File: src/design/gamePkg.sv
`default_nettype none

package gamePkg;

    // One bit per LED and per switch
    localparam int playW = 4;

    // Show phase timer
    // Same length for the lit interval and the dark gap
    localparam int showCycles = 8;
    localparam int showW = $clog2(showCycles);

    // Per move time limit when the timed level is chosen
    localparam int timeoutCycles = 40;
    localparam int timeoutW = $clog2(timeoutCycles);

    // Last round index for each game length
    localparam int roundsShort = 7;
    localparam int roundsLong = 15;

    // Control unit states
    typedef enum logic [3:0] {
        sIdle,
        sInit,
        sShowLoad,
        sShowOn,
        sShowOff,
        sShowNext,
        sWaitPlay,
        sCheck,
        sNextPlay,
        sNextRound,
        sWon,
        sLost
    } gameState_t;

endpackage

`default_nettype wire

File: src/design/seqRomPkg.sv
`default_nettype none

package seqRomPkg;

    import gamePkg::*;

    // Address of a play, also the round index
    localparam int addrW = 4;
    localparam int romDepth = 1 << addrW;

    // Fixed sequence, every word one-hot
    localparam logic [playW-1:0] playTable [0:romDepth-1] = '{
        4'b0001, 4'b0010, 4'b0100, 4'b1000,
        4'b0100, 4'b0010, 4'b0001, 4'b0001,
        4'b0010, 4'b0010, 4'b0100, 4'b0100,
        4'b1000, 4'b1000, 4'b0001, 4'b0100
    };

endpackage

`default_nettype wire

File: src/design/gameCtrlIf.sv
`timescale 1ns/100ps
`default_nettype none

interface gameCtrlIf;

    // Strobes from the FSM
    logic zeraR;
    logic registraN;
    logic registraR;
    logic zeraC;
    logic contaC;
    logic zeraCR;
    logic contaCR;
    logic zeraTM;
    logic contaTM;
    logic zeraTempo;
    logic contaTempo;
    logic ativaLeds;

    // Conditions from the datapath
    logic jogadaFeita;
    logic jogadaCorreta;
    logic enderecoIgualRodada;
    logic fimJogo;
    logic fimTM;
    logic fimTempo;

    modport ctrl (
        output zeraR, registraN, registraR, zeraC, contaC, zeraCR, contaCR,
        output zeraTM, contaTM, zeraTempo, contaTempo, ativaLeds,
        input  jogadaFeita, jogadaCorreta, enderecoIgualRodada, fimJogo, fimTM, fimTempo
    );

    modport dp (
        input  zeraR, registraN, registraR, zeraC, contaC, zeraCR, contaCR,
        input  zeraTM, contaTM, zeraTempo, contaTempo, ativaLeds,
        output jogadaFeita, jogadaCorreta, enderecoIgualRodada, fimJogo, fimTM, fimTempo
    );

endinterface

`default_nettype wire

File: src/design/gameDatapath.sv
`timescale 1ns/100ps
`default_nettype none

module gameDatapath (
    input  logic                        clock,
    input  logic                        arstN,
    input  logic [gamePkg::playW-1:0]   chaves,
    input  logic                        nivelJogadas,
    input  logic                        nivelTempo,
    gameCtrlIf.dp                       bus,
    output logic [gamePkg::playW-1:0]   leds,
    output logic                        nivelTempoReg,
    output logic [seqRomPkg::addrW-1:0] dbRodada
);

    import gamePkg::*;
    import seqRomPkg::*;

    logic                nivelJogadasReg;
    logic [playW-1:0]    jogadaReg;
    logic [playW-1:0]    chavesD;
    logic [playW-1:0]    romData;
    logic [addrW-1:0]    endereco;
    logic [addrW-1:0]    rodada;
    logic [addrW-1:0]    lastRound;
    logic [showW-1:0]    showCount;
    logic [timeoutW-1:0] tempoCount;

    // Game levels, sampled once at start
    // Load wins over clear
    always_ff @(posedge clock or negedge arstN) begin
        if (!arstN) begin
            nivelJogadasReg <= 1'b0;
            nivelTempoReg   <= 1'b0;
        end else if (bus.registraN) begin
            nivelJogadasReg <= nivelJogadas;
            nivelTempoReg   <= nivelTempo;
        end else if (bus.zeraR) begin
            nivelJogadasReg <= 1'b0;
            nivelTempoReg   <= 1'b0;
        end
    end

    // Switch history and press detector
    // Pulse comes one cycle after the OR of the switches leaves zero
    always_ff @(posedge clock or negedge arstN) begin
        if (!arstN) begin
            chavesD         <= '0;
            bus.jogadaFeita <= 1'b0;
        end else begin
            chavesD         <= chaves;
            bus.jogadaFeita <= (|chaves) && !(|chavesD);
        end
    end

    // Player move
    // Takes the switch value seen at the rising edge of the press
    always_ff @(posedge clock) begin
        if (bus.zeraR) begin
            jogadaReg <= '0;
        end else if (bus.registraR) begin
            jogadaReg <= chavesD;
        end
    end

    // Position inside the current round
    always_ff @(posedge clock or negedge arstN) begin
        if (!arstN) begin
            endereco <= '0;
        end else if (bus.zeraC) begin
            endereco <= '0;
        end else if (bus.contaC) begin
            endereco <= endereco + 1'b1;
        end
    end

    // Current round
    always_ff @(posedge clock or negedge arstN) begin
        if (!arstN) begin
            rodada <= '0;
        end else if (bus.zeraCR) begin
            rodada <= '0;
        end else if (bus.contaCR) begin
            rodada <= rodada + 1'b1;
        end
    end

    // Show timer, wraps at showCycles
    always_ff @(posedge clock or negedge arstN) begin
        if (!arstN) begin
            showCount <= '0;
        end else if (bus.zeraTM) begin
            showCount <= '0;
        end else if (bus.contaTM) begin
            showCount <= bus.fimTM ? '0 : showCount + 1'b1;
        end
    end

    // Timeout timer
    // Every press restarts it
    always_ff @(posedge clock or negedge arstN) begin
        if (!arstN) begin
            tempoCount <= '0;
        end else if (bus.zeraTempo || bus.jogadaFeita) begin
            tempoCount <= '0;
        end else if (bus.contaTempo) begin
            tempoCount <= bus.fimTempo ? '0 : tempoCount + 1'b1;
        end
    end

    // Sequence ROM, one cycle read latency
    always_ff @(posedge clock) begin
        romData <= playTable[endereco];
    end

    // Last round depends on the latched length level
    assign lastRound = nivelJogadasReg ? addrW'(roundsLong) : addrW'(roundsShort);

    // Comparators and timer ends
    assign bus.jogadaCorreta       = (jogadaReg == romData);
    assign bus.enderecoIgualRodada = (endereco == rodada);
    assign bus.fimJogo             = (rodada == lastRound);
    assign bus.fimTM               = (showCount == showW'(showCycles - 1));
    assign bus.fimTempo            = (tempoCount == timeoutW'(timeoutCycles - 1));

    // LEDs dark unless the FSM is showing a play
    assign leds     = bus.ativaLeds ? romData : '0;
    assign dbRodada = rodada;

endmodule

`default_nettype wire

File: src/design/gameControl.sv
`timescale 1ns/100ps
`default_nettype none

module gameControl (
    input  logic    clock,
    input  logic    arstN,
    input  logic    iniciar,
    input  logic    nivelTempoReg,
    gameCtrlIf.ctrl bus,
    output logic    pronto,
    output logic    ganhou,
    output logic    perdeu,
    output logic    timeout
);

    import gamePkg::*;

    gameState_t state;
    gameState_t nextState;

    // State register
    always_ff @(posedge clock or negedge arstN) begin
        if (!arstN) begin
            state <= sIdle;
        end else begin
            state <= nextState;
        end
    end

    // Next state and strobes
    always_comb begin
        nextState      = state;
        bus.zeraR      = 1'b0;
        bus.registraN  = 1'b0;
        bus.registraR  = 1'b0;
        bus.zeraC      = 1'b0;
        bus.contaC     = 1'b0;
        bus.zeraCR     = 1'b0;
        bus.contaCR    = 1'b0;
        bus.zeraTM     = 1'b0;
        bus.contaTM    = 1'b0;
        bus.zeraTempo  = 1'b0;
        bus.contaTempo = 1'b0;
        bus.ativaLeds  = 1'b0;

        case (state)
            sIdle, sWon, sLost: begin
                if (iniciar) begin
                    nextState = sInit;
                end
            end
            sInit: begin
                // Fresh game, latch levels
                bus.zeraR     = 1'b1;
                bus.registraN = 1'b1;
                bus.zeraC     = 1'b1;
                bus.zeraCR    = 1'b1;
                bus.zeraTM    = 1'b1;
                bus.zeraTempo = 1'b1;
                nextState     = sShowLoad;
            end
            sShowLoad: begin
                // ROM read in flight
                bus.zeraTM = 1'b1;
                nextState  = sShowOn;
            end
            sShowOn: begin
                bus.ativaLeds = 1'b1;
                bus.contaTM   = 1'b1;
                if (bus.fimTM) begin
                    nextState = sShowOff;
                end
            end
            sShowOff: begin
                bus.contaTM = 1'b1;
                if (bus.fimTM) begin
                    nextState = sShowNext;
                end
            end
            sShowNext: begin
                // Whole round shown, hand over to the player
                if (bus.enderecoIgualRodada) begin
                    bus.zeraC     = 1'b1;
                    bus.zeraTempo = 1'b1;
                    nextState     = sWaitPlay;
                end else begin
                    bus.contaC = 1'b1;
                    nextState  = sShowLoad;
                end
            end
            sWaitPlay: begin
                bus.contaTempo = nivelTempoReg;
                // A press beats a timeout in the same cycle
                if (bus.jogadaFeita) begin
                    bus.registraR = 1'b1;
                    nextState     = sCheck;
                end else if (nivelTempoReg && bus.fimTempo) begin
                    nextState = sLost;
                end
            end
            sCheck: begin
                if (!bus.jogadaCorreta) begin
                    nextState = sLost;
                end else if (!bus.enderecoIgualRodada) begin
                    nextState = sNextPlay;
                end else if (bus.fimJogo) begin
                    nextState = sWon;
                end else begin
                    nextState = sNextRound;
                end
            end
            sNextPlay: begin
                bus.contaC = 1'b1;
                nextState  = sWaitPlay;
            end
            sNextRound: begin
                // One more play, replay from the first
                bus.contaCR = 1'b1;
                bus.zeraC   = 1'b1;
                bus.zeraTM  = 1'b1;
                nextState   = sShowLoad;
            end
            default: begin
                nextState = sIdle;
            end
        endcase
    end

    // Timer loss flag
    // Set on the edge into sLost, cleared when a new game starts
    always_ff @(posedge clock or negedge arstN) begin
        if (!arstN) begin
            timeout <= 1'b0;
        end else if (nextState == sInit) begin
            timeout <= 1'b0;
        end else if (state == sWaitPlay && nextState == sLost) begin
            timeout <= 1'b1;
        end
    end

    // Ready while no game is running
    assign pronto = (state == sIdle) || (state == sWon) || (state == sLost);
    assign ganhou = (state == sWon);
    assign perdeu = (state == sLost);

endmodule

`default_nettype wire

File: src/design/memoryGameTop.sv
`timescale 1ns/100ps
`default_nettype none

module memoryGameTop (
    input  logic                        clock,
    input  logic                        arstN,
    input  logic                        iniciar,
    input  logic [gamePkg::playW-1:0]   chaves,
    input  logic                        nivelJogadas,
    input  logic                        nivelTempo,
    output logic [gamePkg::playW-1:0]   leds,
    output logic                        pronto,
    output logic                        ganhou,
    output logic                        perdeu,
    output logic                        timeout,
    output logic [seqRomPkg::addrW-1:0] dbRodada
);

    // Timed level back to the FSM
    logic nivelTempoReg;

    // Control and status between FSM and datapath
    gameCtrlIf bus ();

    gameControl control (
        .clock         ( clock         ),
        .arstN         ( arstN         ),
        .iniciar       ( iniciar       ),
        .nivelTempoReg ( nivelTempoReg ),
        .bus           ( bus.ctrl      ),
        .pronto        ( pronto        ),
        .ganhou        ( ganhou        ),
        .perdeu        ( perdeu        ),
        .timeout       ( timeout       )
    );

    gameDatapath datapath (
        .clock         ( clock         ),
        .arstN         ( arstN         ),
        .chaves        ( chaves        ),
        .nivelJogadas  ( nivelJogadas  ),
        .nivelTempo    ( nivelTempo    ),
        .bus           ( bus.dp        ),
        .leds          ( leds          ),
        .nivelTempoReg ( nivelTempoReg ),
        .dbRodada      ( dbRodada      )
    );

endmodule

`default_nettype wire

File: config.mk
export PLATFORM = sky130hd
export DESIGN_NAME = memoryGameTop
export DESIGN_NICKNAME = d
export VERILOG_FILES = /design/src/design/gamePkg.sv /design/src/design/seqRomPkg.sv /design/src/design/gameCtrlIf.sv /design/src/design/gameDatapath.sv /design/src/design/gameControl.sv /design/src/design/memoryGameTop.sv
export SDC_FILE = /design/constraint.sdc
export NUM_CORES = 1
export LEC_CHECK = 0
export BUFFER_PORTS_ARGS = -buffer_cell sky130_fd_sc_hd__buf_2
export CAP_MARGIN = 20
export CORE_MARGIN = 2
export CORE_UTILIZATION = 50
export DETAILED_ROUTE_END_ITERATION = 8
export PLACE_DENSITY_LB_ADDON = 0.1
export SLEW_MARGIN = 10
export SYNTH_ARGS = -nofsm -noshare
export SYNTH_HDL_FRONTEND = slang
export SYNTH_HIERARCHICAL = 1
export SYNTH_SLANG_ARGS = --single-unit
File: constraint.sdc
create_clock -name clock -period 2.4 [get_ports clock]
set_input_delay 0.48 -clock clock [delete_from_list [all_inputs] [get_ports clock]]
set_output_delay 0.48 -clock clock [all_outputs]
set_load 0.005 [all_outputs]
==> impl_results.md <==
- IO Port Bufs: 20
- RePlAce Congestion: 0.862
- Seq cells post-synth: 37
- Lkg Pwr: around 1.1 nW
- Cell Rows: 23
- Worst hold-check path type: in2async
- Root Buffer: clkbuf_8
- Via-to-Cell Ratio: 5.46
- Total grt overflow: 0
- Peak VDD IR: between 300 and 400 uV
- Clk buf depth: 2
- Top cells by instance count after synthesis: 36 x nor2_1, 29 x dfrtp_1, 12 x a21oi_1, 12 x xor2_1, 11 x mux2i_1
- 1st-pass router iterations: 4
- Initial Util: 0.516
- Syn Inst Count: 216
- Final WS setup: 0.190 ns
- Yosys cell types: 47
- Max Fanout on Critical Path: 6
- Clock skew: 0.00393 ns
- TNS Setup: 0 ns
- Most frequent cell after synthesis: nor2_1
- Max_slew headroom: 0.561
- Die width: 68.0 um
- Post-synthesis cell area: 2050 um^2
- Fin crit period: between 2 and 2.5 ns
- Cts hold-fix bufs: 0
- Avg Cell Area, Syn: between 9 and 10 um^2
- Adder-cell share of the synthesized area: 0.0549
- Clk Latency, worst-skew pair: ~0.3 ns
- Area share of the largest cell type after synthesis: 0.354
- Post-CTS sizing: 0
- Drt wl/cell: about 14 um
- Yosys warns: 6
- Total GRT Usage: 0.206
- Post-synth ARST share: 0.784
- Max Cap Violations: 0
- Sequential share of the synthesized area: 0.432
- Largest family of logic cells by synthesized area: simple AND/OR/NAND/NOR gates
- Tcrit/Tclk final: 0.921
- WL final: 4.13 mm
- Post-synthesis mux area share: 0.0647
- Final net count: 258
- Routed Antenna Nets: 0
- Fmax achieved: 453 MHz
- Slew at the pin closest to its max-slew limit: about 0.66 ns
- Antenna violations before repair: 0
- Via count: 1589
- Pwr dens: 780 nW/um^2
- CTS tree: built
- Syn nets: 234
- Final setup vio count: 0
- Worst hold slack: approximately 0.20 ns
- Worst path required time: 2.62 ns
- Share of cells above drive strength 1: 0.187
- Design Power: 0.00181 W
- H-tree levels: 2
- Synth Area in Compound Gates: 0.125
- Total core area: 3970 um^2
- Synth area leader: dfrtp_1
- Final count of pins violating max slew: 0
- Iteration-0 DRC count of the detailed router: 112
- Post-DP Area: 2220 um^2
- DRC viols: 0
- Largest net degree at the start of global routing: 30
- Post-Synth XOR/XNOR Area: 0.0684
- Setup bufs post-CTS: 0
- Die area: 4630 um^2
- Diodes inserted: 0
- Die height: 68.0 um
- Pre-CTS setup slack: 0.188 ns
- First-pass GRT wire length: ~7.0 mm
- Layout fillers: 351
- RSZ-0062 raised after global routing: false
- Critical Path AT: 2.43 ns
- Top post-synthesis cells by area: dfrtp_1 35%, dfxtp_1 7.8%, nor2_1 6.6%
- Post-Synth Simple-Gate Area: 0.211
- # IOs: 21
- CTS Buf Count: 5
- Fin area: ~2300 um^2
- Vias in the first global route: roughly 1.5k
- Clk slew on worst S/H paths: 0.07 ns
- Area delta synth->final: 13.0%
- Startpoint Class: register
- Crit. End Element: register
- Top FF cell, synth: dfrtp_1
- Status: complete, no violations
- Hold Violations, Final: 0
- CTS sink count: 37
- Post-synth EDFFs: 0
- DP Wirelength: 3.00 mm
- Setup CP Type: reg2reg
-- where the power goes --
part	leakage (nW)	internal (W)	switching, W	total, W
Combinational	0.610	0.000252	0.000323	0.000575
Clock	0.0512	0.000233	0.000231	0.000464
Sequential	0.446	0.000690	0.0000770	0.000767
Total	1.11	0.00118	0.000631	0.00181
-- cell type report --
| cell class | count | area, um^2 | area share |
|---|---|---|---|
| Multi-Input combinational cell | 160 | 1080 | 0.468 |
| Tap cell | 50 | 62.6 | 0.0270 |
| Clock buffer | 6 | 82.6 | 0.0357 |
| Inverter | 9 | 33.8 | 0.0146 |
| Sequential cell | 37 | 886 | 0.382 |
| Timing Repair Buffer | 27 | 153 | 0.0659 |
| Clock inverter | 2 | 13.8 | 0.00594 |
-- path summary, 6_finish.rpt --
| path | end | cells past startpoint | slack [ns] | start |
|---|---|---|---|---|
| max | datapath/tempoCount[5] | 7 | 0.19 | datapath/endereco[0] |
| min | datapath/tempoCount[0] | 1 | 0.20 | arstN |
| max reg2reg | datapath/tempoCount[5] | 7 | 0.19 | datapath/endereco[0] |
| min reg2reg | datapath/bus.jogadaFeita | 2 | 0.51 | datapath/chavesD[3] |
| max in group asynchronous | datapath/tempoCount[4] | 1 | 1.76 | arstN |
| min in group clock | datapath/chavesD[2] | 1 | 0.30 | chaves[2] |
-- per-layer routing --
| layer | routed length (um) | up-vias | GRT usage |
|---|---|---|---|
| met1 | 1870 | 754 | 0.264 |
| met2 | 2050 | 32 | 0.325 |
| met3 | 145 | 5 | 0.0658 |
| met5 | 0 | - | 0 |
| met4 | 56 | 0 | 0.0775 |
| li1 | - | 798 | - |
-- layout by cell type (no fill, tap or decap), drive strengths merged, types with 9 or more instances in the layout --
master and count:
nor2 37, dfrtp 29, buf 27, a21oi 12, xor2 12, mux2i 11, nand2 11, ha 9
inv 9
-- registers in the layout (all words and copies together) (netlist names) --
signal                    count
datapath/tempoCount           6
control/state                 4
datapath/chavesD              4
datapath/dbRodada             4
datapath/endereco             4
datapath/jogadaReg            4
datapath/romData              4
datapath/showCount            3
control/timeout               1
datapath/bus.jogadaFeita      1
datapath/nivelJogadasReg      1
datapath/nivelTempoReg        1
-- stage by stage --
| step | std cells | util |
|---|---|---|
| finish | 291 | 0.583 |
| global route | 291 | 0.583 |
| CTS | 291 | 0.583 |
| detailed placement | 283 | 0.559 |
| global placement | 283 | 0.559 |
| floorplan | 216 | - |
-- cells by family (layout without fill, tap and decap cells) --
kind of cell,count (synthesis),after routing
compound gates,37,37
xor+xnor,16,16
fa+ha+maj,9,9
buf+inv,19,44
flops,37,37
mux,12,12
simple gates,86,86
-- worst max-delay path, stage by stage (launching register included) --
cell and delay [ns]:
dfrtp_1 0.46, xor2_1 0.20, nor4_2 0.31, inv_1 0.11, a211oi_2 0.29, nor3_2 0.09, or4_1 0.52, a21oi_1 0.17
Note: power is estimated with default switching activity, not from simulation.
